**config.mk**
```make
export PLATFORM = sky130hd
export DESIGN_NAME = ext_device
export DESIGN_NICKNAME = d
export VERILOG_FILES = /design/src/verilog/dma_bus_pkg.sv /design/src/verilog/dma_ctrl_pkg.sv /design/src/verilog/ext_device.sv
export VERILOG_INCLUDE_DIRS = /design/src /design/src/verilog
export SDC_FILE = /design/constraint.sdc
export NUM_CORES = 1
export LEC_CHECK = 0
export CAP_MARGIN = 20
export CORE_MARGIN = 4
export CORE_UTILIZATION = 35
export CTS_CLUSTER_SIZE = 12
export DETAILED_ROUTE_END_ITERATION = 10
export DONT_BUFFER_PORTS = 1
export GPL_TIMING_DRIVEN = 0
export PLACE_DENSITY = 0.56
export SLEW_MARGIN = 20
export SYNTH_ARGS = -nofsm -noshare
export SYNTH_HDL_FRONTEND = slang
export SYNTH_SLANG_ARGS = --single-unit
```
**constraint.sdc**
```tcl
create_clock -name clk -period 3.2 [get_ports clk]
set_input_delay 0.32 -clock clk [delete_from_list [all_inputs] [get_ports clk]]
set_output_delay 0.32 -clock clk [all_outputs]
set_load 0.005 [all_outputs]
```
**src/verilog/dma_consts.svh**
```systemverilog
`ifndef DMA_CONSTS_SVH
`define DMA_CONSTS_SVH

// data and address width in bits
`define DMA_WORD_SIZE 16

// number of words held by the memory
// byte addresses wrap around this depth
`define DMA_MEM_DEPTH 256

// device buffer words, also the longest burst
`define DMA_DEV_DEPTH 16

// cycles from the first write strobe cycle to the acknowledge pulse
`define DMA_WRITE_LATENCY 2

`endif

```
**src/verilog/dma_bus_pkg.sv**
```systemverilog
`include "dma_consts.svh"

package dma_bus_pkg;

	// one data word on the memory bus
	typedef logic [`DMA_WORD_SIZE-1:0] word_t;

	// byte address, memory uses bits above the low two
	typedef logic [`DMA_WORD_SIZE-1:0] addr_t;

	// write request from the granted master
	// strobe stays high until the acknowledge
	typedef struct packed {
		logic wr_en;
		addr_t addr;
		word_t data;
	} mem_write_t;

	// cpu read request, one cycle strobe
	typedef struct packed {
		logic rd_en;
		addr_t addr;
	} mem_read_req_t;

	// read response, valid one cycle after the request
	typedef struct packed {
		logic valid;
		word_t data;
	} mem_read_rsp_t;

endpackage

```
**src/verilog/dma_ctrl_pkg.sv**
```systemverilog
`include "dma_consts.svh"

package dma_ctrl_pkg;

	// command from the cpu side, both fields in bytes
	// length is a multiple of 4 and at most 4 * device depth
	typedef struct packed {
		dma_bus_pkg::addr_t start_addr;
		dma_bus_pkg::addr_t length;
	} dma_cmd_t;

	// word offset inside a burst, indexes the device buffer
	typedef logic [$clog2(`DMA_DEV_DEPTH)-1:0] offset_t;

	// controller states
	typedef enum logic [1:0] {
		state_idle,
		state_request,
		state_transfer,
		state_release
	} ctrl_state_e;

endpackage

```
**src/verilog/ext_device.sv**
```systemverilog
`include "dma_consts.svh"

module ext_device (
	input  logic                  clk,
	input  logic                  reset_n,
	input  logic                  dev_load,
	input  dma_ctrl_pkg::offset_t dev_index,
	input  dma_bus_pkg::word_t    dev_load_data,
	input  logic                  ex_valid,
	input  dma_ctrl_pkg::offset_t offset,
	output dma_bus_pkg::word_t    dev_data
);

	// word buffer filled from outside before a burst
	dma_bus_pkg::word_t buffer [`DMA_DEV_DEPTH];

	// load port, one word per strobe
	always_ff @(posedge clk) begin
		if (dev_load) begin
			buffer[dev_index] <= dev_load_data;
		end
	end

	// present the selected word only while the controller asks for it
	always_comb begin
		if (ex_valid) begin
			dev_data = buffer[offset];
		end else begin
			dev_data = '0;
		end
	end

	// buffer contents must not change under a running burst
	a_no_load_in_burst: assert property (@(posedge clk) disable iff (!reset_n)
		ex_valid |-> !dev_load);

endmodule

```
# Yosys cells after proc, flatten, opt, wreduce, memory -nomap -nowiden
# Memories as Yosys holds them, arrays and structs flattened.
# Cells that the tools add are included.
[totals]
register_bits = 0
inputBits = 28
memories = 1
ram_bits = 256
word_cells = 4
output_inout_bits = 16
[op_classes]
muxes = 3
[memory_table]
columns = ["memory", "words", "word_bits", "rd", "rd_ports_with_merged_regs", "wr", "line_no", "source"]
rows = [
  ["buffer", 16, 16, 1, 0, 1, "ext_device.sv:15", "dma_bus_pkg::word_t buffer [`DMA_DEV_DEPTH];"],
]
[op_table]
columns = ["op", "n"]
rows = [
  ["$mux 16", 1],
  ["$mux 1", 2],
]

# Logic depth before layout (Yosys ltp)
# Gate-level depths: netlist of the first run.
[logic_depth]
ltp_word = 2
depth_mapped = 8
depth_no_buf = 4

# Least setup slack after synthesis of the first run
# OpenSTA, ideal clock, no wires.
[synth_timing]
kind = "input -> register"
startpoint = "in dev_index[2]"
endpoint = "mem buffer[0][0] (netlist name) (enable)"
path_buffers = 0
path_slack_ns = 0.825
setup_time_ns = 0.409
required_time_ns = 2.791
arrival_time_ns = 1.966
stages = 2
path_cell_list = "or3b_2 nor3_1"
[synth_rtl]
columns = ["element", "line_no", "source"]
rows = [
  ["start, declared", "ext_device.sv:7", "input dma_ctrl_pkg::offset_t dev_index,"],
  ["end, declared", "ext_device.sv:15", ""],
]
# Straight into the memory's write port.

# Final worst setup path of the first run
[layout_timing]
startpoint = "in offset[1]"
endpoint = "out dev_data[10]"
[layout_between]
elab_chain_len = 2
[layout_rtl]
columns = ["element", "line_no", "source"]
rows = [
  ["start, declared", "ext_device.sv:10", "input dma_ctrl_pkg::offset_t offset,"],
  ["$mem_v2 16x16", "-", ""],
  ["$mux 16", "ext_device.sv:26", "if (ex_valid) begin"],
  ["end, declared", "ext_device.sv:11", "output dma_bus_pkg::word_t dev_data"],
]
# No other way between the ends.

==> run_results.csv, run 1 <==
group,metric,value,unit
global_route,vias_in_the_first_global_route,5523,
drt,dr_total_vias,5056,
drt,vias_per_cell,5.16,
clocking,root_buffer,"sky130_fd_sc_hd__clkbuf_16",
synthesis,ffs_latches_synth,256,
clocking,total_clock_buffers_created_by_cts,25,
synthesis,synth-warning-count,0,
global_route,global_route_wire_length_before_repair,34200,um
synthesis,synth_top_area_cell,"sky130_fd_sc_hd__edfxtp_1",
setup_path,worst_setup_path_start_kind,"input port",
global_route,met1_usage,17.9,%
synthesis,cells_taking_the_most_area_after_synthesis,"sky130_fd_sc_hd__edfxtp_1 77%, sky130_fd_sc_hd__mux2i_1 9.6%, sky130_fd_sc_hd__mux4_2 3.6%",
sta,layout_min_cycle_time,2.49,ns
synthesis,synth.cell_area,10000,sq um
global_route,grt_max_degree,17,
placed_design,dpl.hpwl,15500,um
synthesis,synth.avg_cell_area,18.7,sq um
placed_design,post-place-ws,0.708,ns
drt,drc_errors,0,
setup_path,worst-endpoint-required,2.88,ns
global_route,grt.met2_usage,26.0,%
drt,routedWlPerCell,23.3,um
clocking,post-cts-setup-buffers,0,
synthesis,ys_types,23,
placed_design,placed_cell_area,10800,sq um
drt,initialDrtViolationCount,395,
sta,grt_setup_unrepaired,"false",
placed_design,portBuffers,0,
drt,drtAntennaViolNets,0,
synthesis,seq_area_frac_synth,76.7,%
sta,post-route-worst-setup-slack,0.714,ns
setup_path,worst-setup-path-type,"input port to primary output",
setup_path,critPathArrivalTime,2.17,ns
placed_design,gp_congestion,0.732,
final_layout,largest_reg_flops,256,
placed_design,placed_cells_incl_taps,933,
power_and_ir_drop,pwr_density_cell,576,nW/um^2
power_and_ir_drop,power.ir.vdd_worst,0.367,mV
floorplan,floorplan.io_pins,44,
drt,routed_wl,22900,um
outcome,result_of_the_run,"complete, no violations",
floorplan,die_area,31400,sq um
sta,min_period_over_period,77.7,%
floorplan,floorplan.die.width,177,um
final_layout,fin_area,11600,sq um
global_route,grt_usage,14.6,%
floorplan,start_util,35.8,%
final_layout,reg.largest.list,"buffer x256",
sta,tightest_slew,0.727,ns
sta,setup-violations-final,0,
global_route,busiest_layer,"met2",
power_and_ir_drop,p_total,6.67,mW
global_route,antenna_found_initial,2,
worst_hold_path,worstHoldPathType,"input port to flip-flop",
setup_path,worst-path-max-fanout,10,
global_route,residual_overflow_from_global_routing,0,
final_layout,final_core_util,41.3,%
final_layout,area_growth,15.5,%
floorplan,chipHeight,177,um
clocking,clk_transition_reported_paths,0.06,ns
sta,maxSlewViolCount,0,
clocking,cts_buffer_depth,3,
run,drv_cap,0,
clocking,htreeDepth,1,
clocking,cts.sinks,256,
setup_path,critPathCaptureType,"primary output",
power_and_ir_drop,power.static_leakage,3.88,nW
synthesis,yosys.area.top_type_share,76.7,%
sta,whs,0.0200,ns
drt,drtPass1Iterations,5,
final_layout,layout.cells.non_filler,980,
synthesis,postSynthCellCount,535,
sta,max_freq,402,MHz
final_layout,layout-drive-gt1-share,16.3,%
floorplan,placeableCoreArea,28000,sq um
worst_hold_path,whs_path_depth,1,
synthesis,synth_nets,563,
sta,timing.slew.headroom,51.5,%
final_layout,final_layout_net_count,626,
clocking,cts_tree,"done",
final_layout,largest-register,"buffer",
sta,final-hold-violation-count,0,
global_route,grt_use_met3,2.29,%
sta,final.setup.tns,0,ns
floorplan,core.rowCount,61,
==> layout make-up <==
class / instances / area [sq um]
flip-flops and latches: 256 / 7690
clock buffers: 28 / 637
clock inverters: 2 / 8.76
repair buffers: 36 / 378
fillers: 2471 / 16400
diodes: 1 / 2.50
well taps: 378 / 473
multi-input cells: 249 / 2170
plain buffers: 30 / 215
==> path summary, 6_finish.rpt <==
path | end | from | slack, ns
setup / recovery | dev_data[10] | offset[1] | 0.71
hold / removal | buffer[4][1] | dev_index[1] | 0.02
==> Yosys cell counts <==
master,instances
sky130_fd_sc_hd__a21oi_1,4
sky130_fd_sc_hd__a22oi_1,44
sky130_fd_sc_hd__and2_1,1
sky130_fd_sc_hd__buf_1,3
sky130_fd_sc_hd__buf_12,2
sky130_fd_sc_hd__buf_2,4
sky130_fd_sc_hd__buf_4,7
sky130_fd_sc_hd__buf_6,5
sky130_fd_sc_hd__clkbuf_1,8
sky130_fd_sc_hd__clkbuf_2,1
sky130_fd_sc_hd__edfxtp_1,256
sky130_fd_sc_hd__mux2i_1,96
sky130_fd_sc_hd__mux4_2,16
sky130_fd_sc_hd__nand2_1,22
sky130_fd_sc_hd__nand2b_1,10
sky130_fd_sc_hd__nand3_1,13
sky130_fd_sc_hd__nand3b_1,2
sky130_fd_sc_hd__nor2_1,13
sky130_fd_sc_hd__nor2b_1,3
sky130_fd_sc_hd__nor3_1,4
sky130_fd_sc_hd__o211ai_1,8
sky130_fd_sc_hd__o21ai_0,12
sky130_fd_sc_hd__or3b_2,1
==> placed cells by master (no fill, tap or decap) <==
| master | n |
|---|---|
| sky130_fd_sc_hd__a21oi_1 | 4 |
| sky130_fd_sc_hd__a22oi_1 | 44 |
| sky130_fd_sc_hd__and2_1 | 1 |
| sky130_fd_sc_hd__buf_1 | 3 |
| sky130_fd_sc_hd__buf_12 | 2 |
| sky130_fd_sc_hd__buf_2 | 4 |
| sky130_fd_sc_hd__buf_4 | 14 |
| sky130_fd_sc_hd__buf_6 | 13 |
| sky130_fd_sc_hd__buf_8 | 5 |
| sky130_fd_sc_hd__clkbuf_1 | 11 |
| sky130_fd_sc_hd__clkbuf_16 | 25 |
| sky130_fd_sc_hd__clkbuf_2 | 1 |
| sky130_fd_sc_hd__clkinv_1 | 1 |
| sky130_fd_sc_hd__clkinv_2 | 1 |
| sky130_fd_sc_hd__diode_2 | 1 |
| sky130_fd_sc_hd__dlygate4sd3_1 | 16 |
| sky130_fd_sc_hd__edfxtp_1 | 256 |
| sky130_fd_sc_hd__mux2i_1 | 96 |
| sky130_fd_sc_hd__mux4_2 | 16 |
| sky130_fd_sc_hd__nand2_1 | 22 |
| sky130_fd_sc_hd__nand2b_1 | 10 |
| sky130_fd_sc_hd__nand3_1 | 13 |
| sky130_fd_sc_hd__nand3b_1 | 2 |
| sky130_fd_sc_hd__nor2_1 | 1 |
| sky130_fd_sc_hd__nor2_2 | 12 |
| sky130_fd_sc_hd__nor2b_1 | 3 |
| sky130_fd_sc_hd__nor3_2 | 4 |
| sky130_fd_sc_hd__o211ai_1 | 8 |
| sky130_fd_sc_hd__o21ai_0 | 12 |
| sky130_fd_sc_hd__or3b_2 | 1 |
==> cells by family (layout without fill, tap and decap cells) <==
kind of cell / Yosys count / count (layout) / share of synthesized area [%]
multiplexers: 112 / 112 / 13.2
buffers and inverters: 30 / 96 / 2.15
other: 0 / 1 / 0
flip-flops: 256 / 256 / 76.7
AND/OR/NAND/NOR: 69 / 69 / 3.27
AO/OA/AOI/OAI: 68 / 68 / 4.69
==> power breakdown <==
group | switching (mW) | internal [mW]
Combinational | 0.247 | 0.141
Sequential | 0.0150 | 3.76
Clock | 1.12 | 1.39
==> layer usage <==
layer  vias up  share of wire, %
met5         -             0.057
met4         2               3.8
met3        49               4.7
met2       135                51
met1      2609                40
li1       2261                 -
==> repair_timing <==
item | CTS | global route
setup endpoints to repair | 0 | 0
hold buffers | 16 | 0
hold endpoints to repair | 256 | 0
resized for setup | 0 | 0
==> critical path, stage by stage <==
cell and delay, ns:
sky130_fd_sc_hd__buf_2 0.26, sky130_fd_sc_hd__and2_1 0.17, sky130_fd_sc_hd__clkbuf_1 0.30, sky130_fd_sc_hd__clkbuf_1 0.60, sky130_fd_sc_hd__a21oi_1 0.15, sky130_fd_sc_hd__o211ai_1 0.19, sky130_fd_sc_hd__nand2_1 0.15
(Power assumes the default switching activity.)
==> run 2: changes to the inputs <==
- clock period: 3.2 -> 2.4 ns (I/O delays scaled with it)
==> run 2 against run 1 <==
Against the previous run:
- hold slack gained 0.085 ns
- non-clock buffer count grew 3
- via count shrank 0.26%
- largest cell class unchanged
- flip-flop and latch count is the same
==> run_results.csv, run 2 (synthesis gave the netlist of run 1 again) <==
group,metric,value,unit
final_layout,reg.largest.list,"buffer x256",
clocking,cts_tree,"done",
floorplan,floorplan.io_pins,44,
setup_path,critical_path.slowest_cell,"sky130_fd_sc_hd__clkbuf_1",
floorplan,floorplan.die.width,177,um
drt,routed_wl,22900,um
placed_design,portBuffers,0,
worst_hold_path,whs_path_depth,2,
power_and_ir_drop,power.static_leakage,3.90,nW
drt,drc_errors,0,
sta,timing.slew.headroom,52.2,%
placed_design,dpl.hpwl,15500,um
sta,setup-violations-final,0,
final_layout,fin_area,11600,sq um
sta,tightest_slew,0.716,ns
setup_path,worst-endpoint-required,2.16,ns
drt,routedWlPerCell,23.3,um
drt,dr_total_vias,5043,
global_route,grt_max_degree,17,
power_and_ir_drop,p_total,8.89,mW
floorplan,placeableCoreArea,28000,sq um
final_layout,layout-drive-gt1-share,16.6,%
clocking,cts_buffer_depth,3,
final_layout,layout.area.seq,7690,sq um
final_layout,final_core_util,41.4,%
floorplan,chipHeight,177,um
final_layout,largest-register,"buffer",
global_route,busiest_layer,"met2",
sta,maxSlewViolCount,0,
drt,initialDrtViolationCount,414,
sta,post-route-worst-setup-slack,0.187,ns
outcome,result_of_the_run,"complete, no violations",
worst_hold_path,min_from,"dev_index[0]",
power_and_ir_drop,pwr_density_cell,767,nW/um^2
setup_path,worst-path-max-fanout,10,
clocking,cts.sinks,256,
final_layout,multi_input_comb_area,2170,sq um
global_route,met1_usage,18.0,%
drt,drtAntennaViolNets,0,
sta,layout_min_cycle_time,2.21,ns
final_layout,final_layout_net_count,629,
power_and_ir_drop,power.ir.vdd_worst,0.490,mV
floorplan,start_util,35.8,%
sta,final-hold-violation-count,0,
sta,max_freq,452,MHz
setup_path,worst-setup-path-type,"input port to primary output",
global_route,antenna_found_initial,2,
sta,grt_setup_unrepaired,"false",
global_route,grt_usage,14.7,%
clocking,clk_transition_reported_paths,0.06,ns
worst_hold_path,worstHoldPathType,"input port to flip-flop",
setup_path,critPathArrivalTime,1.97,ns
sta,final.setup.tns,0,ns
final_layout,final_common_cell,"sky130_fd_sc_hd__edfxtp_1",
final_layout,mostFrequentLayoutCells,"256 x sky130_fd_sc_hd__edfxtp_1, 96 x sky130_fd_sc_hd__mux2i_1, 44 x sky130_fd_sc_hd__a22oi_1",
global_route,global_route_wire_length_before_repair,34400,um
global_route,residual_overflow_from_global_routing,0,
run,drv_cap,0,
placed_design,placed_cell_area,10800,sq um
final_layout,fillers,2467,
clocking,root_buffer,"sky130_fd_sc_hd__clkbuf_16",
drt,drtPass1Iterations,5,
setup_path,crit_path_max_incr_delay,0.56,ns
global_route,vias_in_the_first_global_route,5533,
global_route,grt_use_met3,2.26,%
final_layout,area_growth,15.8,%
setup_path,worst_setup_path_start_kind,"input port",
sta,min_period_over_period,92.2,%
floorplan,die_area,31400,sq um
setup_path,path_cells,"buf_2 > nor2_1 > clkbuf_1 > a22oi_1 > nand2_1 > o21ai_0",
clocking,htreeDepth,1,
drt,vias_per_cell,5.13,
placed_design,post-place-ws,0.0683,ns
final_layout,largest_reg_flops,256,
setup_path,critPathCaptureType,"primary output",
floorplan,core.rowCount,61,
placed_design,gp_congestion,0.732,
clocking,total_clock_buffers_created_by_cts,25,
worst_hold_path,worst_hold_path_ep,"buffer[4][0]",
global_route,grt.met2_usage,26.3,%
==> run 2: changes by cell type in the layout (fill, tap and decap cells not counted) <==
cell,before,now
sky130_fd_sc_hd__clkbuf_2,1,3
sky130_fd_sc_hd__buf_1,3,2
sky130_fd_sc_hd__clkbuf_1,11,10
sky130_fd_sc_hd__dlygate4sd3_1,16,19
==> run 2: cell type report <==
| class | instances | area share, % |
|---|---|---|
| antenna | 1 | 0.0216 |
| buffer | 30 | 1.88 |
| clock buffer | 28 | 5.49 |
| clock inverter | 2 | 0.0755 |
| multi-input combinational | 249 | 18.7 |
| sequential | 256 | 66.2 |
| tap | 378 | 4.08 |
| timing repair buffer | 39 | 3.52 |
==> run 2: worst max path at each step <==
stage / start / end / slack [ns]
2_1_floorplan: dev_index[2] / buffer[0][0] / 0.10
3_3_place_gp: dev_index[2] / buffer[0][14] / -0.92
3_5_place_dp: offset[1] / dev_data[10] / 0.07
4_1_cts: offset[1] / dev_data[10] / 0.07
5_1_grt: offset[1] / dev_data[9] / 0.03
6_report: offset[1] / dev_data[4] / 0.19
==> run 2: worst max-delay path: cells and delay by family <==
kind,cells,cell delay [ns]
AOI/OAI and AO/OA,2,0.40
buffers and inverters,2,0.76
and+or+nand+nor,2,0.56
==> run 2: routing by layer <==
layer,vias to the layer above,routed length (um)
li1,2265,-
met1,2602,9050
met2,133,11900
met3,41,1200
met4,2,779
met5,-,13
==> run 2: metrics by stage <==
| step | cells | hold WS [ns] |
|---|---|---|
| 2_1_floorplan | 535 | 0.339 |
| 3_3_place_gp | 913 | 0.340 |
| 3_5_place_dp | 933 | 0.340 |
| 4_1_cts | 982 | 0.0882 |
| 5_1_grt | 982 | 0.101 |
| 6_report | 983 | 0.105 |
==> run 2: report_power, final <==
| group | switching (mW) | internal, mW | total [mW] |
|---|---|---|---|
| Combinational | 0.331 | 0.191 | 0.523 |
| Sequential | 0.0201 | 5.01 | 5.03 |
| Clock | 1.49 | 1.85 | 3.34 |
| Total | 1.84 | 7.05 | 8.89 |
==> run 2: what timing repair did <==
| item | 4_1_cts | 5_1_grt |
|---|---|---|
| resized for setup | 0 | 3 |
| hold buffers | 19 | 0 |
| buffers inserted | 0 | 0 |
| setup endpoints to repair | 0 | 5 |
| hold endpoints to repair | 268 | 0 |
