<file path="src/verilog/dma_consts.svh">
`ifndef DMA_CONSTS_SVH
`define DMA_CONSTS_SVH

// data and address width in bits
`define DMA_WORD_SIZE 16

// number of words held by the memory
// byte addresses wrap around this depth
`define DMA_MEM_DEPTH 256

// device buffer words, also the longest burst
`define DMA_DEV_DEPTH 16

// cycles from the first write strobe cycle to the acknowledge pulse
`define DMA_WRITE_LATENCY 2

`endif

</file>
<file path="src/verilog/dma_bus_pkg.sv">
`include "dma_consts.svh"

package dma_bus_pkg;

	// one data word on the memory bus
	typedef logic [`DMA_WORD_SIZE-1:0] word_t;

	// byte address, memory uses bits above the low two
	typedef logic [`DMA_WORD_SIZE-1:0] addr_t;

	// write request from the granted master
	// strobe stays high until the acknowledge
	typedef struct packed {
		logic wr_en;
		addr_t addr;
		word_t data;
	} mem_write_t;

	// cpu read request, one cycle strobe
	typedef struct packed {
		logic rd_en;
		addr_t addr;
	} mem_read_req_t;

	// read response, valid one cycle after the request
	typedef struct packed {
		logic valid;
		word_t data;
	} mem_read_rsp_t;

endpackage

</file>
<file path="src/verilog/dma_ctrl_pkg.sv">
`include "dma_consts.svh"

package dma_ctrl_pkg;

	// command from the cpu side, both fields in bytes
	// length is a multiple of 4 and at most 4 * device depth
	typedef struct packed {
		dma_bus_pkg::addr_t start_addr;
		dma_bus_pkg::addr_t length;
	} dma_cmd_t;

	// word offset inside a burst, indexes the device buffer
	typedef logic [$clog2(`DMA_DEV_DEPTH)-1:0] offset_t;

	// controller states
	typedef enum logic [1:0] {
		state_idle,
		state_request,
		state_transfer,
		state_release
	} ctrl_state_e;

endpackage

</file>
<file path="src/verilog/dma_controller.sv">
module dma_controller (
	input  logic                   clk,
	input  logic                   reset_n,
	input  logic                   cpu_valid,
	input  dma_ctrl_pkg::dma_cmd_t cpu_cmd,
	input  logic                   bus_grant,
	input  logic                   write_ack,
	output logic                   bus_request,
	output logic                   ex_valid,
	output dma_ctrl_pkg::offset_t  offset,
	output dma_bus_pkg::addr_t     dma_address,
	output logic                   interrupt
);

	dma_ctrl_pkg::ctrl_state_e state;
	// latched command, only taken in idle
	dma_ctrl_pkg::dma_cmd_t cmd_q;
	dma_bus_pkg::addr_t word_count;
	dma_ctrl_pkg::offset_t last_offset;

	// words in the burst and the offset of the final one
	assign word_count = cmd_q.length >> 2;
	assign last_offset = dma_ctrl_pkg::offset_t'(word_count - 1'b1);

	// byte address of the current word
	assign dma_address = cmd_q.start_addr + (dma_bus_pkg::addr_t'(offset) << 2);

	// command latch, a command outside idle is dropped
	always_ff @(posedge clk) begin
		if (state == dma_ctrl_pkg::state_idle && cpu_valid) begin
			cmd_q <= cpu_cmd;
		end
	end

	always_ff @(posedge clk) begin
		if (!reset_n) begin
			state <= dma_ctrl_pkg::state_idle;
			bus_request <= 1'b0;
			ex_valid <= 1'b0;
			offset <= '0;
			interrupt <= 1'b0;
		end else begin
			case (state)
				dma_ctrl_pkg::state_idle: begin
					// interrupt pulse ends here
					interrupt <= 1'b0;
					if (cpu_valid) begin
						bus_request <= 1'b1;
						state <= dma_ctrl_pkg::state_request;
					end
				end
				dma_ctrl_pkg::state_request: begin
					// first granted cycle starts the device at word zero
					if (bus_grant) begin
						ex_valid <= 1'b1;
						offset <= '0;
						state <= dma_ctrl_pkg::state_transfer;
					end
				end
				dma_ctrl_pkg::state_transfer: begin
					// offset and write held until memory acknowledges
					if (write_ack) begin
						if (offset == last_offset) begin
							ex_valid <= 1'b0;
							bus_request <= 1'b0;
							state <= dma_ctrl_pkg::state_release;
						end else begin
							offset <= offset + 1'b1;
						end
					end
				end
				dma_ctrl_pkg::state_release: begin
					// wait for the arbiter to take the grant back
					if (!bus_grant) begin
						interrupt <= 1'b1;
						state <= dma_ctrl_pkg::state_idle;
					end
				end
				default: begin
					state <= dma_ctrl_pkg::state_idle;
				end
			endcase
		end
	end

	// device only drives while the arbiter has handed over the bus
	a_ex_valid_granted: assert property (@(posedge clk) disable iff (!reset_n)
		ex_valid |-> bus_grant);

	// walk stays inside the commanded burst
	a_offset_in_burst: assert property (@(posedge clk) disable iff (!reset_n)
		ex_valid |-> offset <= last_offset);

	a_interrupt_pulse: assert property (@(posedge clk) disable iff (!reset_n)
		interrupt |=> !interrupt);

endmodule

</file>
<file path="config.mk">
export PLATFORM = sky130hd
export DESIGN_NAME = dma_controller
export DESIGN_NICKNAME = d
export VERILOG_FILES = /design/src/verilog/dma_bus_pkg.sv /design/src/verilog/dma_ctrl_pkg.sv /design/src/verilog/dma_controller.sv
export VERILOG_INCLUDE_DIRS = /design/src /design/src/verilog
export SDC_FILE = /design/constraint.sdc
export NUM_CORES = 1
export LEC_CHECK = 0
export ABC_AREA = 0
export BUFFER_PORTS_ARGS = -buffer_cell sky130_fd_sc_hd__buf_2
export CAP_MARGIN = 40
export CORE_ASPECT_RATIO = 1.2
export CORE_MARGIN = 1
export CORE_UTILIZATION = 48
export DETAILED_ROUTE_END_ITERATION = 6
export PLACE_DENSITY = 0.85
export SLEW_MARGIN = 5
export SYNTH_ARGS = -nofsm -noshare
export SYNTH_HDL_FRONTEND = slang
export SYNTH_SLANG_ARGS = --single-unit
</file>
<file path="constraint.sdc">
create_clock -name clk -period 2.4 [get_ports clk]
set_input_delay 0.24 -clock clk [delete_from_list [all_inputs] [get_ports clk]]
set_output_delay 0.24 -clock clk [all_outputs]
set_load 0.01 [all_outputs]
</file>
# Word-level counts from Yosys, hierarchy flattened
# Index checks and enable logic that the tools add are counted.
dict set report op_classes {
  add_sub_neg 3
  n_mul 0
  div 0
  magnitude_cmp 0
  n_eq_ne 10
  shift 0
  muxes 18
  n_bitwise 0
  n_reduce_logical 10
}
# op count
set op_table {}
lappend op_table {{16-bit by 6-bit adder with 16-bit output} 1}
lappend op_table {{4-bit two-way mux} 3}
lappend op_table {{2-bit inequality test (second input constant)} 6}
lappend op_table {{4-bit AND reduction} 3}
lappend op_table {{2-bit two-way mux} 5}
lappend op_table {{2-bit case mux with 4 select lines} 1}
lappend op_table {{4-bit case mux with 2 select lines} 1}
lappend op_table {{1-bit case mux with 2 select lines} 3}
lappend op_table {{2-bit nonzero test} 3}
lappend op_table {{1-bit two-way mux} 5}
lappend op_table {{5-bit AND reduction} 1}
lappend op_table {{4-bit by 1-bit adder with 4-bit output (second input constant)} 1}
lappend op_table {{2-bit equality test (second input constant)} 2}
lappend op_table {{4-bit equality test} 1}
lappend op_table {{4-bit by 1-bit subtractor with 4-bit output (second input constant)} 1}
lappend op_table {{2-bit by 1-bit equality test with 1-bit output (second input constant)} 1}
lappend op_table {{2-bit zero test} 1}
lappend op_table {{2-bit AND reduction} 1}
lappend op_table {{1-bit logical AND} 1}
dict set report totals {
  ff_bits 31
  latch_bits 0
  mem_bits_rw 0
  mem_bits_ro 0
  inputBits 37
  output_inout_bits 23
  mem_count 0
}

# Longest topological paths before layout
# Gate-level depths: netlist (run 1).
dict set report logic_depth {
  ltp_word 5
  mapped_depth 8
}

# Least setup slack after synthesis (run 1)
# No wires, ideal clock.
dict set report synth_timing {
  path_kind {flip-flop to output port}
  from {register offset[0]}
  to {output dma_address[14]}
  arrival_time_ns 1.665
  path_slack_ns 0.495
  path_stages_with_launch 8
  path_buffers 0
  path_cell_list {dfxtp_1 ha_1 fa_1 a21oi_1 nor2_1 nor2_1 nor2b_1 xor2_1}
}
dict set report synth_via {
  elab_chain_cells 1
}
# item line
set synth_lines {}
lappend synth_lines {{start, declared} dma_controller.sv:10} ;# output dma_ctrl_pkg::offset_t offset,
lappend synth_lines {{start signal, assigned} dma_controller.sv:68} ;# offset <= offset + 1'b1;
lappend synth_lines {{16-bit by 6-bit adder with 16-bit output} dma_controller.sv:26} ;# assign dma_address = cmd_q.start_addr + (dma_bus_pkg::addr_t'(offset) << 2);
lappend synth_lines {{end, declared} dma_controller.sv:11} ;# output dma_bus_pkg::addr_t dma_address,
# No other way between the ends.

# Worst setup path after layout (run 1)
dict set report layout_timing {
  from {register cmd_q[18] (netlist bit)}
  to {output dma_address[6]}
}
dict set report layout_via {
  elab_chain_cells 1
}
# item line
set layout_lines {}
lappend layout_lines {{start, declared} dma_controller.sv:17} ;# dma_ctrl_pkg::dma_cmd_t cmd_q;
lappend layout_lines {{start signal, assigned} dma_controller.sv:31} ;# cmd_q <= cpu_cmd;
lappend layout_lines {{16-bit by 6-bit adder with 16-bit output} dma_controller.sv:26}
# No other way between the ends.

==> results of run 1 <==
## cells in the mapped netlist
cell type / count / area, um2
mux2_2: 1 / 11.3
o31a_1: 1 / 8.76
ha_1: 10 / 125
nor3_4: 1 / 16.3
mux2i_1: 1 / 10.0
buf_4: 2 / 15.0
nor2b_1: 3 / 18.8
nand4_1: 2 / 12.5
a211oi_1: 2 / 15.0
a21oi_1: 4 / 20.0
nand2_1: 9 / 33.8
fa_1: 1 / 20.0
xnor2_1: 14 / 123
nand2b_1: 3 / 18.8
clkbuf_1: 1 / 3.75
nand3_1: 7 / 35.0
inv_1: 7 / 26.3
a21boi_0: 1 / 7.51
and3_2: 1 / 7.51
a31oi_1: 2 / 12.5
dfxtp_1: 9 / 180
nor3_1: 1 / 5.00
nor2_1: 6 / 22.5
o21bai_1: 1 / 7.51
and3_1: 2 / 12.5
xor3_2: 1 / 25.0
and2_1: 1 / 6.26
a21o_1: 1 / 7.51
edfxtp_1: 20 / 601
o21ai_0: 7 / 35.0
o22ai_1: 1 / 6.26
o21a_1: 1 / 7.51
buf_2: 1 / 5.00
xor2_1: 4 / 35.0
and4_1: 1 / 8.76
## through the flow
step	hold slack [ns]	util
6_report	0.0864	0.639
5_1_grt	0.0678	0.639
4_1_cts	0.0725	0.632
3_5_place_dp	0.418	0.614
3_3_place_gp	0.418	0.614
2_1_floorplan	0.339	-
## registers in the layout, indices dropped and copies added, names as in the netlist
name,count
bus_request,1
cmd_q,20
ex_valid,1
interrupt,1
offset,4
state,2
## routing by layer
layer / GRT usage / vias up / routed length (um)
li1: - / 564 / -
met5: 0 / - / 0
met1: 0.184 / 520 / 1090
met3: 0.0700 / 6 / 136
met2: 0.354 / 26 / 1560
met4: 0.0921 / 0 / 47
## critical path, cell delays in order, from the launching register on
cell and delay, ns:
edfxtp_1 0.38, ha_2 0.20, fa_2 0.34, a21oi_1 0.13, nor2_1 0.09, nor2_2 0.18
buf_4 0.14, xnor2_1 0.10, buf_2 0.16
## final timing paths
check	endpoint	depth (start not counted)
setup / recovery	dma_address[6]	8
hold / removal	cmd_q[26]	1
setup reg to reg	state[1]	7
hold reg to reg	interrupt	2
## cells in the final DEF (no fill, tap or decap), types with 2 or more instances in the layout
cell type	n
ha_1	9
buf_4	3
dfxtp_1	8
o21ai_0	6
nor2_1	5
inv_1	7
clkbuf_4	5
a21oi_1	3
a211oi_1	2
nand2b_1	3
a31oi_1	2
nand2_1	9
xor2_1	4
and3_1	2
buf_2	47
nand3_1	7
clkinv_1	2
edfxtp_1	20
nand4_1	2
xnor2_1	14
nor2b_1	3
## power breakdown
group	internal, mW	leakage (nW)	switching (mW)
clock network	0.106	0.0300	0.159
logic	0.221	0.520	0.291
registers	0.669	0.264	0.0685
total	0.995	0.814	0.519
## cell type report
type | count | area [um2]
fillers | 239 | 1040
flip-flops and latches | 29 | 782
multi-input cells | 90 | 689
repair buffers | 50 | 258
well taps | 34 | 42.5
clock buffers | 5 | 37.5
inverters | 7 | 26.3
clock inverters | 3 | 12.5
## cells by family (layout without fill, tap and decap cells)
family,count (synthesis),after routing,synth area share
adder cells (fa/ha/maj),11,11,0.0964
AND/OR/NAND/NOR,37,37,0.131
buffers and inverters,11,65,0.0332
AO/OA/AOI/OAI,21,21,0.0848
XOR/XNOR,19,19,0.121
flip-flops,29,29,0.519
multiplexers,2,2,0.0141
## timing repair
item	CTS	global route
endpoints found under the setup margin	4	7
buffers inserted	0	1
pin swaps	0	2
resized for setup	2	5
hold buffers	0	0
==> flow_metrics.py, run 1 <==
metrics = {
    "floorplan": {
        "die_y_um": 63.3,
        "start_util": 0.521,
        "fp.dieArea_um2": 3360,
        "die_x_um": 53.1,
        "io_pins": 60,
        "std_cell_rows": 21,
        "coreArea_um2": 2890,
    },
    "clock_tree": {
        "cts-buffers-inserted": 5,
        "cts.htree.levels": 2,
        "cts.reportedPaths.clkPinSlew_ns": 0.09,
        "cts_tree": "built",
        "cts_root_buffer": "clkbuf_4",
        "insertion_delay_ns": 0.32,
        "clk_path_buf_depth": 2,
        "cts_sinks": 29,
    },
    "placed_design": {
        "dpl.cell_count": 209,
        "place_ws_ns": 0.328,
        "place.port_buffers": 47,
        "placed_area_um2": 1770,
        "gp_congestion": 0.778,
        "hpwlAfterDp_mm": 2.26,
    },
    "route": {
        "avgRoutedWirePerCell_um": 13.0,
        "dr.pass1.iters": 4,
        "ant_nets": 0,
        "drt_wl_total_mm": 2.84,
        "drt_iter0_drc": 50,
        "drc_errors": 0,
        "viasPerCell": 5.12,
        "vias": 1116,
    },
    "synth": {
        "syn_area_um2": 1510,
        "ys_ff_latch": 29,
        "seq_area_frac_synth": 0.519,
        "ys_types": 35,
        "netlist_instances": 130,
        "syn_avg_cell_area_um2": 11.6,
        "yosysWarningCount": 0,
        "syn-num-nets": 178,
    },
    "worst_setup_path": {
        "worstPathRequired_ns": 2.16,
        "r2r_start": "cmd_q[2]",
        "cp-end-kind": "output pin",
        "cp-start-kind": "flop",
        "ff2ff_setup_slack_ns": 0.54,
        "critPathMaxFanout": 3,
        "critPathArrivalTime_ns": 2.04,
        "crit_type": "flop to output pin",
        "startpoint": "cmd_q[18]",
    },
    "sta": {
        "tightest_slew_ns": 0.378,
        "final.period_utilization": 0.949,
        "worst_slack_ns": 0.122,
        "fmax_ghz": 0.439,
        "finalHoldViolCount": 0,
        "tns_ns": 0,
        "skew_ns": 0.00794,
        "setup_viol": 0,
        "relSlewSlack": 0.746,
        "min_period_ns": 2.28,
        "timing_max_transition_violations_final": 0,
    },
    "layout": {
        "layout.nets": 231,
        "syn_to_final_growth_pct": 22.8,
        "drive_gt1_frac": 0.359,
        "fin_area_um2": 1850,
        "stdcell_count": 218,
        "antenna-diode-count": 0,
    },
    "pwr": {
        "ir_drop_uv": 520,
        "leakage_nw": 0.814,
        "power_density_nw_per_um2": 820,
        "p_total_mw": 1.51,
    },
    "grt": {
        "grt-ovfl-total": 0,
        "grt_max_degree": 22,
        "antenna_found_initial": 0,
        "grt_pass1_vias": 1122,
        "grt_pass1_wl_mm": 4.57,
        "track_usage": 0.195,
    },
    "job": {
        "maxCapViolCount": 0,
    },
    "worst_hold_path": {
        "min_path_type": "input pin to flop",
        "hold_start": "cpu_cmd[26]",
    },
    "status": {
        "status": "finished, final reports clean",
    },
}
No activity file was read; power rests on OpenSTA's default activity.
==> inputs of run 2 (changes only) <==
- MAX_ROUTING_LAYER: not set -> met4
==> flow_metrics.py, run 2 (synthesis results as in run 1) <==
metrics = {
    "status": {
        "status": "finished, final reports clean",
    },
    "sta": {
        "skew_ns": 0.00794,
        "hold_ws_ns": 0.0865,
        "setup_viol": 0,
        "relSlewSlack": 0.746,
        "min_period_ns": 2.28,
        "timing_max_transition_violations_final": 0,
        "finalHoldViolCount": 0,
        "fmax_ghz": 0.439,
        "final.period_utilization": 0.949,
        "worst_slack_ns": 0.122,
        "tightest_slew_ns": 0.378,
        "tns_ns": 0,
    },
    "layout": {
        "layout_commonest_cell": "buf_2",
        "syn_to_final_growth_pct": 22.8,
        "seqCellArea_um2": 782,
        "layout_common_cells": "buf_2, edfxtp_1, xnor2_1",
        "reg_top3": "cmd_q: 20 flops, offset: 4 flops, state: 2 flops",
        "finalCoreUtilization": 0.639,
        "top_register": "cmd_q",
        "layout.nets": 231,
        "stdcell_count": 218,
        "antenna-diode-count": 0,
        "nFillCells": 239,
        "multi_input_area_um2": 689,
        "largest_reg_flops": 20,
        "fin_area_um2": 1850,
        "drive_gt1_frac": 0.359,
    },
    "worst_setup_path": {
        "reg2regPathDepth": 7,
        "crit_buf_inv": 2,
        "worstPathRequired_ns": 2.16,
        "path_delay_family": "adder cells",
        "cp_cell_sequence": "ha_2 -> fa_2 -> a21oi_1 -> nor2_1 -> nor2_2 -> buf_4 -> xnor2_1 -> buf_2",
        "cp-end-kind": "output pin",
        "critical_path.max_stage_delay_ns": 0.38,
        "cp-start-kind": "flop",
        "crit_type": "flop to output pin",
        "cpMaxStageDelayCell": "edfxtp_1",
        "crit_cells": 8,
        "critPathMaxFanout": 3,
        "critPathArrivalTime_ns": 2.04,
    },
    "job": {
        "maxCapViolCount": 0,
    },
    "pwr": {
        "intPower_uw": 995,
        "power_density_nw_per_um2": 820,
        "switching_share": 0.343,
        "switchingPower_uw": 519,
        "pwr-share-comb": 0.338,
        "p_total_mw": 1.51,
        "ir_drop_uv": 520,
        "leakage_nw": 0.814,
        "power_frac_seq": 0.487,
        "power.share.clock": 0.175,
    },
    "placed_design": {
        "dpl.cell_count": 209,
        "placed_area_um2": 1770,
        "place_ws_ns": 0.328,
        "gp_congestion": 0.788,
        "hpwlAfterDp_mm": 2.26,
        "place.port_buffers": 47,
    },
    "route": {
        "vias": 1118,
        "drc_errors": 0,
        "drt_iter0_drc": 51,
        "viasPerCell": 5.13,
        "ant_nets": 0,
        "drt_wl_total_mm": 2.83,
        "avgRoutedWirePerCell_um": 13.0,
        "dr.pass1.iters": 4,
    },
    "floorplan": {
        "io_pins": 60,
        "coreArea_um2": 2890,
        "die_y_um": 63.3,
        "start_util": 0.521,
        "die_x_um": 53.1,
        "fp.dieArea_um2": 3360,
        "std_cell_rows": 21,
    },
    "grt": {
        "track_usage": 0.201,
        "antenna_found_initial": 0,
        "grt_pass1_wl_mm": 4.57,
        "grt_max_degree": 22,
        "grt-ovfl-total": 0,
        "grt_pass1_vias": 1122,
    },
    "clock_tree": {
        "cts.reportedPaths.clkPinSlew_ns": 0.09,
        "insertion_delay_ns": 0.32,
        "cts-buffers-inserted": 5,
        "cts_tree": "built",
        "cts_root_buffer": "clkbuf_4",
        "cts_hold_buffers": 0,
        "cts_sinks": 29,
        "clk_path_buf_depth": 2,
        "cts.htree.levels": 2,
    },
    "worst_hold_path": {
        "min_path_type": "input pin to flop",
        "holdPathStages": 1,
    },
}
[run 2: metal layers]
layer / GRT usage / part of all wire / vias to the layer above
met3: 0.0652 / 0.044 / 6
met4: 0.0921 / 0.017 / 0
met2: 0.354 / 0.55 / 26
met5: - / 0 / -
li1: - / - / 564
met1: 0.187 / 0.39 / 522
[run 2: worst reg2reg max path, stage by stage, from the launching register on]
cell and delay, ns:
edfxtp_1 0.39, inv_1 0.06, ha_1 0.21, xor3_2 0.41
nor3_4 0.19, nand3_1 0.10, a21oi_1 0.24, mux2i_1 0.20
[run 2: power by group through the flow]
stage / combinational (mW) / sequential, mW / clock, mW
3_5_place_dp: 0.517 / 0.750 / 0
2_1_floorplan: 0.363 / 0.740 / 0
3_3_place_gp: 0.489 / 0.738 / 0
6_report: 0.512 / 0.738 / 0.265
5_1_grt: 0.574 / 0.751 / 0.300
4_1_cts: 0.519 / 0.738 / 0.277
[run 2: final timing paths]
check                                      end  slack (ns)        start
worst max-delay path            dma_address[6]        0.12    cmd_q[18]
worst min-delay path                 cmd_q[26]        0.09  cpu_cmd[26]
worst max register to register        state[1]        0.54     cmd_q[2]
worst min register to register       interrupt        0.49    interrupt
[run 2: area by class of cell]
cell class	count	share of cell area
sequential	29	0.423
multi-input combinational	90	0.373
clock buffer	5	0.0203
tap	34	0.0230
timing repair buffer	50	0.139
clock inverter	3	0.00677
inverter	7	0.0142
[run 2: what timing repair did]
action	in CTS	in global routing
pin swaps	0	2
endpoints found under the setup margin	4	7
buffers inserted	0	1
resized for setup	2	5
