`src/verilog/dma_consts.svh`:
```
`ifndef DMA_CONSTS_SVH
`define DMA_CONSTS_SVH

// data and address width in bits
`define DMA_WORD_SIZE 16

// number of words held by the memory
// byte addresses wrap around this depth
`define DMA_MEM_DEPTH 256

// device buffer words, also the longest burst
`define DMA_DEV_DEPTH 16

// cycles from the first write strobe cycle to the acknowledge pulse
`define DMA_WRITE_LATENCY 2

`endif

```
`src/verilog/dma_bus_pkg.sv`:
```
`include "dma_consts.svh"

package dma_bus_pkg;

	// one data word on the memory bus
	typedef logic [`DMA_WORD_SIZE-1:0] word_t;

	// byte address, memory uses bits above the low two
	typedef logic [`DMA_WORD_SIZE-1:0] addr_t;

	// write request from the granted master
	// strobe stays high until the acknowledge
	typedef struct packed {
		logic wr_en;
		addr_t addr;
		word_t data;
	} mem_write_t;

	// cpu read request, one cycle strobe
	typedef struct packed {
		logic rd_en;
		addr_t addr;
	} mem_read_req_t;

	// read response, valid one cycle after the request
	typedef struct packed {
		logic valid;
		word_t data;
	} mem_read_rsp_t;

endpackage

```
`src/verilog/bus_arbiter.sv`:
```
module bus_arbiter (
	input  logic                       clk,
	input  logic                       reset_n,
	input  logic                       bus_request,
	input  logic                       cpu_hold,
	input  logic                       ex_valid,
	input  dma_bus_pkg::addr_t         dma_address,
	input  dma_bus_pkg::word_t         dev_data,
	input  dma_bus_pkg::mem_read_req_t cpu_read,
	output logic                       bus_grant,
	output dma_bus_pkg::mem_write_t    mem_wr,
	output dma_bus_pkg::mem_read_req_t mem_rd
);

	// registered grant
	// cpu_hold only matters before the grant is given
	always_ff @(posedge clk) begin
		if (!reset_n) begin
			bus_grant <= 1'b0;
		end else if (bus_grant) begin
			// release one cycle after the request drops
			bus_grant <= bus_request;
		end else begin
			bus_grant <= bus_request && !cpu_hold;
		end
	end

	// dma owns the write path while granted
	always_comb begin
		mem_wr = '0;
		if (bus_grant) begin
			mem_wr.wr_en = ex_valid;
			mem_wr.addr = dma_address;
			mem_wr.data = dev_data;
		end
	end

	// cpu reads only reach memory while the dma is off the bus
	always_comb begin
		mem_rd = '0;
		if (!bus_grant) begin
			mem_rd = cpu_read;
		end
	end

	// no cpu read gets through while the dma has a word waiting for the bus
	a_no_wr_rd_overlap: assert property (@(posedge clk) disable iff (!reset_n)
		!(ex_valid && mem_rd.rd_en));

endmodule

```
`config.mk`:
```
export PLATFORM = sky130hd
export DESIGN_NAME = bus_arbiter
export DESIGN_NICKNAME = d
export VERILOG_FILES = /design/src/verilog/dma_bus_pkg.sv /design/src/verilog/bus_arbiter.sv
export VERILOG_INCLUDE_DIRS = /design/src /design/src/verilog
export SDC_FILE = /design/constraint.sdc
export NUM_CORES = 1
export LEC_CHECK = 0
export ABC_AREA = 0
export BUFFER_PORTS_ARGS = -buffer_cell sky130_fd_sc_hd__buf_2
export CORE_UTILIZATION = 21
export DETAILED_ROUTE_END_ITERATION = 16
export PLACE_DENSITY = 0.84
export SYNTH_ARGS = -nofsm -noshare
export SYNTH_HDL_FRONTEND = slang
export SYNTH_SLANG_ARGS = --single-unit
export TNS_END_PERCENT = 20
```
`constraint.sdc`:
```
create_clock -name clk -period 1.5 [get_ports clk]
set_input_delay 0.15 -clock clk [delete_from_list [all_inputs] [get_ports clk]]
set_output_delay 0.15 -clock clk [all_outputs]
set_load 0.005 [all_outputs]
```
After elaboration in Yosys (flattened, before gate mapping)

Cells that the tools add are included.

Multiplexer cells: 3
Reductions and logical operators: 2

Operators by type and width:

| cell                | number |
|---|---|
| $mux W33            | 1 |
| $mux W17            | 1 |
| $logic_and A1 B1 Y1 | 1 |
| $logic_not A1 Y1    | 1 |
| $mux W1             | 1 |

Logic and storage cells: 6
Output and inout bits: 51
Flip-flop bits (word level): 1
Input port bits: 54

Longest topological paths before layout

Gate-level depths: netlist of run 1.

Word-level depth: 3
Gate-level depth with buffers: 3
Gate-level depth less buffers: 2

Worst setup path after synthesis of run 1

OpenSTA, ideal clock, no wires.

Kind: flip-flop to output port
Start point: register bus_grant
End point: output mem_wr[10] in the netlist's numbering
Path slack: 0.620 ns
Required time: 1.350 ns
Stages on the path, launching flop included: 3
Buffers on the path: 1
Arrival: 0.730 ns
Path through: dfxtp_1 clkbuf_2 and2_1

RTL lines:

| item                   | RTL line          | RTL |
|---|---|---|
| from (decl)            | bus_arbiter.sv:10 | `output logic bus_grant,` |
| from (signal assigned) | bus_arbiter.sv:22 | `bus_grant <= bus_request;` |
| from (signal assigned) | bus_arbiter.sv:24 | `bus_grant <= bus_request && !cpu_hold;` |
| to (decl)              | bus_arbiter.sv:11 | `output dma_bus_pkg::mem_write_t mem_wr,` |

==> reports/summary.md, run 1 <==
Dominant cell by count in the synthesized netlist: and2_1. The flow ran to the end, and the final reports show no timing, DRC or antenna violations. Synthesis produced a netlist with a net count of 113.

The die is 44.4 um tall. The number of flip-flops under the largest register name is 1, and the full die area is 1970 sq um. Global-route wire length before repair: 2.32 mm. The logs give 0 for the post-route antenna net violation count and 0.0532 for the register area share after synthesis.

The count of max-cap constraint violations is 0, and the post-route core utilization is 0.571. The clock share of power came out at 0. The signal arrival time at the worst endpoint is 810 ps. Initial antenna violation count: 0. The flip-flop cell with the highest count after synthesis was dfxtp_1. The final-report max-slew violation count is 0. In this run the worst path has a maximum fanout of 29. The repair_antennas step left the layout with diodes totalling 0.

The via count of the first global-routing pass was 563; the post-synthesis register bit count was 1. The sum of overflow across all layers after global routing was 0; the post-CTS setup buffer count was 0. The routed design could run at a clock period as short as 959 ps.

The delay contributed by the slowest stage of the critical path came out at 300 ps. The tools report the DRC violation count after routing as 0. After synthesis, the most frequently instantiated cells are and2_1 (33), nor2b_1 (17), clkbuf_2 (3).

The clock edge transition at the registers on the reported setup and hold paths came out at 0 ps. The synthesized cell area was 377 sq um. After the first detailed-routing iteration, the DRC count stood at 2. The tools report the core footprint as 1590 sq um.

The via density per instance is 3.82. The fraction of final layout cells sized beyond drive strength 1 was 0.663. The transition time at the pin with the least slew margin came out at 203 ps. The part of the power in combinational logic is 0.864. STA puts the critical path data required time at 1350 ps.

The count of buffer and inverter cells on the critical path is 2, and the fraction of registers with async set/reset is 0. The count of endpoints failing hold in the final timing report came out at 0. The tools report the worst slew margin relative to its limit as 0.865. Static leakage: 0.000626 uW. More flip-flops sit in one register than any other, and that register is bus_grant. The achievable clock frequency is 1040 MHz.

The library cell occupying the most area in the post-synthesis netlist is and2_1. With fillers left out, the area of the finished cells amounts to 911 sq um. Synthesis handed over a netlist of 59 instances. The kind of cell with the highest combined delay along the critical path is buffers and inverters. For the worst-case vdd ir drop, the log shows 0.230 mV.

The total cell area at the placement stage is 911 sq um. The overall track demand over capacity in global routing is 0.148. After filler insertion, the fill cell instance count of the layout stands at 162. At the end of the flow, the number of nets in the layout was 216. The count of input and output buffers is 104.

In the final layout, the registers with the most flip-flops are bus_grant x1. Relative area change from synthesis to final layout: 142%. At the end of routability-driven placement, the weighted congestion stood at 0.654. The final clock period utilization by the worst path was 0.639. STA classifies the critical path endpoint as a primary output.

For this design the total switching power over the nets is 70.6 uW. The die is 44.4 um wide. The mean post-synth cell area was 6.38 sq um. The number of placement rows is 14. STA classifies the critical path startpoint as a flip-flop. Summing over every cut layer, the via total after detailed routing is 702. After synthesis, the cell types taking the most area are and2_1 (55%), nor2b_1 (28%), dfxtp_1 (5.3%). The wire length after detailed routing was 1.73 mm. The tools report the largest net degree at the start of global routing as 30. The path type of the worst min-delay path is primary input to flip-flop.

Adding up every negative setup slack in the final design gives 0 ps. For the sequential cell fraction of total power, the log shows 0.136. The tools report the final setup violation count as 0. The power per cell area was 235 nW/um^2.

On the final layout, the worst clock skew is 0 ps. Timing analysis after detailed placement gives a worst setup slack of 532 ps. Synthesis instantiated 9 different standard cells from the library.

The startpoint-to-endpoint class of the critical path is flip-flop to primary output. The signal on the critical path passes through buf_4 > and2_1 > buf_2. During I/O placement, the number of pins put on the boundary was 105. Initial standard-cell utilization of the core: 0.236. The run gives 327 ps as the minimum hold slack. For this design, the slowest cell found on the critical path is dfxtp_1.

The clock reaches the later pin of the worst-skew pair after 0 ps. Counting flops with a built-in enable in the synthesized netlist gives 0. The cell internal power dissipation was 143 uW. After detailed routing, the average wire length per cell comes to 9.41 um. Setup repair after global routing left no endpoint under its margin. The number of warnings printed during yosys synthesis was 0; the detailed-router iteration count before antenna repair was 4.

For this design, the CTS-stage hold fixing added 0 buffers. The switching share of power was 0.331; the share of the synthesized area in the top cell type was 0.548. The tools report the number of cells upsized or downsized after cts as 0.

The setup slack of the critical path after layout came out at 541 ps.
-- metal layers --
metal	wire length, um	up-vias	part of all wire	GRT usage
met2	999	36	0.58	0.329
met5	0	-	0	0
met4	0	0	0	0.0242
li1	-	374	-	-
met1	633	292	0.37	0.144
met3	100	0	0.058	0.00816
-- worst reg2reg max path: stages (launching register included) --
cell and delay [ps]:
dfxtp_1 300, buf_4 210, inv_1 60, a21oi_1 110
-- cell type report --
type / instances / area, sq um / area share
flip-flops and latches: 1 / 20.0 / 0.0220
repair buffers: 106 / 536 / 0.588
well taps: 24 / 30.0 / 0.0330
multi-input cells: 52 / 322 / 0.353
inverters: 1 / 3.75 / 0.00412
-- final timing paths --
path	start	endpoint	slack (ps)	cells after the start
hold reg to reg	bus_grant	bus_grant	640	3
hold / removal	cpu_hold	bus_grant	330	2
setup / recovery	bus_grant	mem_wr[24]	540	3
setup reg to reg	bus_grant	bus_grant	750	3
-- cell usage in the layout, fill, tap and decap left out, drive strengths merged --
master  instances
nand2           1
nor2b          17
dfxtp           1
inv             1
a21oi           1
buf           106
and2           33
-- logic make-up after synthesis --
group,share of synthesized area
flops,0.0532
buf+inv,0.0930
simple gates,0.841
compound gates,0.0133
-- power groups by stage --
| stage | Combinational [uW] | Clock (uW) | Sequential, uW |
|---|---|---|---|
| 6_report | 185 | 0 | 29.0 |
| 2_1_floorplan | 64.9 | 0 | 30.5 |
| 4_1_cts | 187 | 0 | 29.0 |
| 3_5_place_dp | 187 | 0 | 29.0 |
| 3_3_place_gp | 181 | 0 | 29.0 |
| 5_1_grt | 203 | 0 | 29.2 |
-- metrics by stage --
stage / total power [uW] / instances
global route: 233 / 184
finish: 214 / 184
CTS: 216 / 184
detailed placement: 216 / 184
global placement: 210 / 184
floorplan: 95.4 / 59
(Power assumes the default switching activity.)
==> inputs of run 2 (changes only) <==
CORE_UTILIZATION = 20   (was 21)
PLACE_DENSITY = 0.81   (was 0.84)
clock period = 1 ns   (was 1.5 ns; I/O delays follow)
==> reports/summary.md, run 2 (synthesis results as in run 1) <==
The final-layout fill cell count is 179, and the delay contributed by the slowest stage of the critical path is 340 ps. Summed over all cells, the static leakage comes to 0.000635 uW. STA puts the critical path data arrival time at 750 ps.

0 antenna diodes ended up in the layout. Data on the critical path is required at its endpoint by 900 ps. The depth of the most critical reg-to-reg path is 3, and the height of the die is 45.4 um.

In this run the critical register-to-register path is launched from bus_grant. The transition time at the pin with the least slew margin is 107 ps. The slowest cell on the critical path was dfxtp_2. For this block, the routed nets add up to 1.73 mm of wire. In this run the most critical hold path is launched from cpu_hold.

The worst-case vdd ir drop came out at 0.250 mV. The largest registers in the layout are bus_grant x1. The worst hold path belongs to the class primary input to flip-flop. After detailed routing, the number of remaining DRC violations is 0. The most flop-heavy register was bus_grant. For this design the ratio of total power to cell area is 351 nW/um^2.

The worst hold path passes through 2 cells. The final-report max-slew violation count was 0; the maximum fanout encountered on the critical timing path was 31. Across the routed clock network, the largest skew measured is 0 ps.

The count of endpoints failing hold in the final timing report was 0. After detailed routing, the met3 layer carries 210 um of wire. For this design, the CTS-stage hold fixing added 0 buffers. At the end of routability-driven placement, the weighted congestion stood at 0.789. After clock tree synthesis, the clock-pin slew on the worst setup and hold paths is 0 ps.

The logs give 106 uW for the switching component of the power and 0.139 for the sequential cell fraction of total power. The worst slew margin relative to its limit is 0.929, and the global-route wire length before repair is 2.21 mm. The worst register-to-register path has a setup slack of 270 ps. Leaving out fill and tap cells, the most frequent cells in the layout are buf_2 (104), and2_1 (33), nor2b_1 (17). Full die area: 2060 sq um. Number of flip-flops under the largest register name: 1. Max-cap violations in this run came to 0. The detail route stage leaves a number of antenna-violating nets equal to 0.

The final clock period utilization by the worst path was 0.850. The count of input and output buffers came out at 104. Most frequent standard cell in the layout excluding fill and tap cells: buf_2. The die is 45.4 um wide.

Setup violations remaining at the end of the flow were counted as 0. The number of cells upsized or downsized after cts came out at 0. The via count of the first global-routing pass came out at 580.

The initial antenna violation count came out at 0. The switching share of power is 0.323, and the initial standard-cell utilization of the core is 0.216. Setup repair after global routing left no endpoint under its margin. Count of pins on the block boundary: 105. Cell internal power was estimated by the tool at 222 uW. In the final routed layout, each cell accounts on average for 9.30 um. The flow ran to the end, and the final reports show no timing, DRC or antenna violations. The tools report the kind of start point of the critical path as a flip-flop. After layout, the worst setup slack is 150 ps.

The first routing iteration left 3 violations. Across all layers, the routed design uses 733 vias. For this run the aggregate overflow at the end of global routing stands at 0. The tools report the final-layout setup total negative slack as 0 ps. In the routed layout, each cell is associated on average with a via count of 3.94.

The number of nets in the layout was 217. The detailed-router iteration count before antenna repair was 4; the part of the power in combinational logic was 0.861. The worst hold path terminates at bus_grant. The critical path is of the flip-flop to primary output type.

The clock network latency to the later pin of the worst-skew pair is 0 ps. Highest metal layer used by the detailed router: met3. Before CTS, the worst setup slack after placement is 86.2 ps. The floorplan has 15 rows. After detailed placement, the design holds a cell count of 186. The clock share of power is 0. The worst register-to-register path ends at bus_grant. After clock tree synthesis, the setup repair step added 0 buffers. From synthesis to final layout, the design area changed by 148%. Detailed routing placed a total of 904 um of wire on met2. The detailed router put a total of 614 um of wire on met1. The logs give 186 for the post-layout instance count excluding filler cells and 0.142 for the overall track demand over capacity in global routing. After floorplanning, the core was sized to cover 1750 sq um. The element type at the critical path end is a primary output. Derived from the worst setup path, the maximum achievable clock frequency is 1180 MHz. The shortest clock period the worst path allows after layout works out to 850 ps. The signal on the critical path passes through buf_12 > and2_1 > buf_2. The fraction of final layout cells sized beyond drive strength 1 came out at 0.671. The largest net degree at the start of global routing came out at 32.
[run 2: cell count changes in the layout (fill, tap and decap cells not counted), sizes merged]
cell,previous run,this run
buf,106,107
[run 2: stage by stage]
step           total power (uW)   util  hold slack (ps)  area [sq um]
6_report                    328  0.535              273           933
5_1_grt                     359  0.535              302           933
4_1_cts                     331  0.534              284           932
3_5_place_dp                331  0.534              282           932
3_3_place_gp                324  0.534              284           932
2_1_floorplan               143      -              191           377
[run 2: critical path, delay by kind of cell, from the launching register on]
kind / cells / cell delay [ps]
buffers and inverters: 2 / 270
flip-flops: 1 / 340
AND/OR/NAND/NOR: 1 / 140
[run 2: cell type report]
type	count	area, sq um	share of cell area
Inverter	1	3.75	0.00402
Multi-Input combinational cell	52	322	0.345
Sequential cell	1	21.3	0.0228
Tap cell	25	31.3	0.0335
Timing Repair Buffer	107	556	0.595
[run 2: worst max path at each step]
stage | slack [ps] | end | startpoint
2_1_floorplan | 170 | mem_wr[10] | bus_grant
3_3_place_gp | 130 | mem_wr[18] | bus_grant
3_5_place_dp | 90 | mem_wr[16] | bus_grant
4_1_cts | 80 | mem_wr[16] | bus_grant
5_1_grt | 70 | mem_wr[16] | bus_grant
6_report | 150 | mem_wr[16] | bus_grant
[run 2: power by group through the flow]
stage | Clock (uW) | Sequential [uW] | Combinational, uW
global route | 0 | 46.3 | 312
finish | 0 | 45.6 | 282
global placement | 0 | 44.9 | 279
CTS | 0 | 45.2 | 286
floorplan | 0 | 45.8 | 97.4
detailed placement | 0 | 45.2 | 286
[run 2: metal layers]
layer,up-vias,track usage
met3,0,0.0159
met2,57,0.323
met5,-,0
met1,300,0.134
met4,0,0
li1,376,-
==> inputs of run 3 (changes only) <==
clock period = 0.8 ns   (was 1 ns; I/O delays follow)
==> reports/summary.md, run 3 (synthesis results as in run 1) <==
For this run, design rule violations remaining after detail routing come to 0. The path type of the worst min-delay path is primary input to flip-flop. The fraction of final layout cells sized beyond drive strength 1 works out to 0.702. The detailed-router iteration count before antenna repair is 2, and the power per cell area is 438 nW/um^2. The logs give 541 for the via count of the first global-routing pass and 15 for the number of placement rows. Across the run, the number of max-cap violations was 0. The floorplan step set the die height to 45.4 um. The number of nets in the layout is 217. The count of endpoints failing hold in the final timing report is 0, and the static leakage is 0.000653 uW.

The tools report the signal arrival time at the worst endpoint as 770 ps. Leaving out fill and tap cells, the most frequent cell in the layout is buf_2. In this run, the number of DRC markers left after iteration 0 of detailed routing was 2.

Leaving out fill and tap cells, the most frequent cells in the layout are buf_2 (101), and2_1 (30), nor2b_1 (15). The largest net degree at the start of global routing is 33, and the via density per instance is 3.94. Routability-driven placement finished with a final weighted congestion of 0.748. The final setup violation count was 44; the transition time at the pin with the least slew margin was 103 ps. The initial antenna violation count is 0, and the required time of the critical path is 720 ps. Via count: 732. For the core footprint, the log shows 1750 sq um. The first global-routing pass estimated 2.15 mm of wire.

The largest registers in the layout are bus_grant x1. The full die area is 2060 sq um. For the post-route core utilization, the log shows 0.571. The number of flip-flops under the largest register name works out to 1. Across the routed clock network, the largest skew measured is 0 ps.

The final clock period utilization by the worst path is 1.06. The tools report the element type at the critical path end as a primary output. Timing analysis after detailed placement gives a worst setup slack of -44.1 ps. Setup repair after global routing could not meet its margin everywhere. The die is 45.4 um wide. The checks that failed: setup timing. For this block, the routed nets add up to 1.69 mm of wire. The relative area change from synthesis to final layout is 165%, and the initial standard-cell utilization of the core is 0.216. The minimum hold slack came out at 252 ps. During I/O placement, the number of pins put on the boundary was 105. 0 antenna diodes ended up in the layout. The worst slew margin relative to its limit was 0.931. The setup slack of the critical path after layout is -46.2 ps, and the final-report max-slew violation count is 0. Static timing analysis puts the maximum clock frequency at 1180 MHz. The tools report the kind of start point of the critical path as a flip-flop. The worst path in the final design needs a cycle of 846 ps, including I/O delays and setup. The flow ran to the end, but the final reports show violations. Clock latency on the worst-skew pair, taken at its later pin, is 0 ps. The routed wirelength normalized by instance count came out at 9.09 um. The number of buffers inserted for hold repair after clock tree synthesis was 0; the sum of overflow across all layers after global routing was 0. For the overall track demand over capacity in global routing, the log shows 0.130. By startpoint and endpoint, the worst setup path is classified as flip-flop to primary output. The count of input and output buffers was 104. The worst-case vdd ir drop was 0.347 mV.

bus_grant holds more flip-flops than any other register. In this run the worst path has a maximum fanout of 16. After clock tree synthesis, the clock-pin slew on the worst setup and hold paths is 0 ps. Once the clock tree was built, the setup fixing pass inserted 0 buffers.

The run gives 0 as the post-route antenna net violation count.
run 3: cell count changes in the layout (fill, tap and decap cells not counted), moves of 2 or more:
cell,previous run,this run
and2_1,33,30
and2_4,0,3
buf_2,104,101
buf_6,0,3
buf_4,2,0
nor2b_1,17,15
nor2b_2,0,2
run 3: metrics by stage:
stage | cell area [sq um] | TNS, ps | instances | power [uW]
5_1_grt | 997 | -2130 | 186 | 479
3_3_place_gp | 938 | -227 | 185 | 406
4_1_cts | 938 | -641 | 185 | 417
3_5_place_dp | 938 | -640 | 185 | 416
6_report | 997 | -860 | 186 | 437
2_1_floorplan | 378 | 0 | 59 | 180
run 3: worst max-delay path, stage by stage (launching register included):
cell	delay, ps
dfxtp_4	350
clkbuf_16	170
and2_1	130
buf_2	120
run 3: cell type report:
cell class	instances	area [sq um]
fillers	187	748
flip-flops and latches	1	23.8
well taps	25	31.3
multi-input cells	52	334
repair buffers	107	604
inverters	1	3.75
run 3: power breakdown:
group,total (uW),internal [uW],switching [uW]
clock network,0,0,0
logic,380,247,132
registers,57.2,51.9,5.31
total,437,299,138
run 3: what timing repair did:
item | 4_1_cts | 5_1_grt
endpoints found under the setup margin | 22 | 46
resized for setup | 0 | 9
pin swaps | 0 | 0
cloned | 0 | 1
run 3: final timing paths:
kind / start / endpoint / slack (ps) / depth (start not counted)
worst max register to register: bus_grant / bus_grant / 60 / 3
worst max-delay path: bus_grant / mem_wr[26] / -50 / 3
worst min register to register: bus_grant / bus_grant / 640 / 3
worst min-delay path: cpu_hold / bus_grant / 250 / 2
run 3: layer usage:
| metal | wire (um) | global-route usage | share of wire |
|---|---|---|---|
| met1 | 594 | 0.141 | 0.35 |
| met3 | 160 | 0.0159 | 0.095 |
| met4 | 0 | 0 | 0 |
| met5 | 0 | 0 | 0 |
| met2 | 935 | 0.274 | 0.55 |
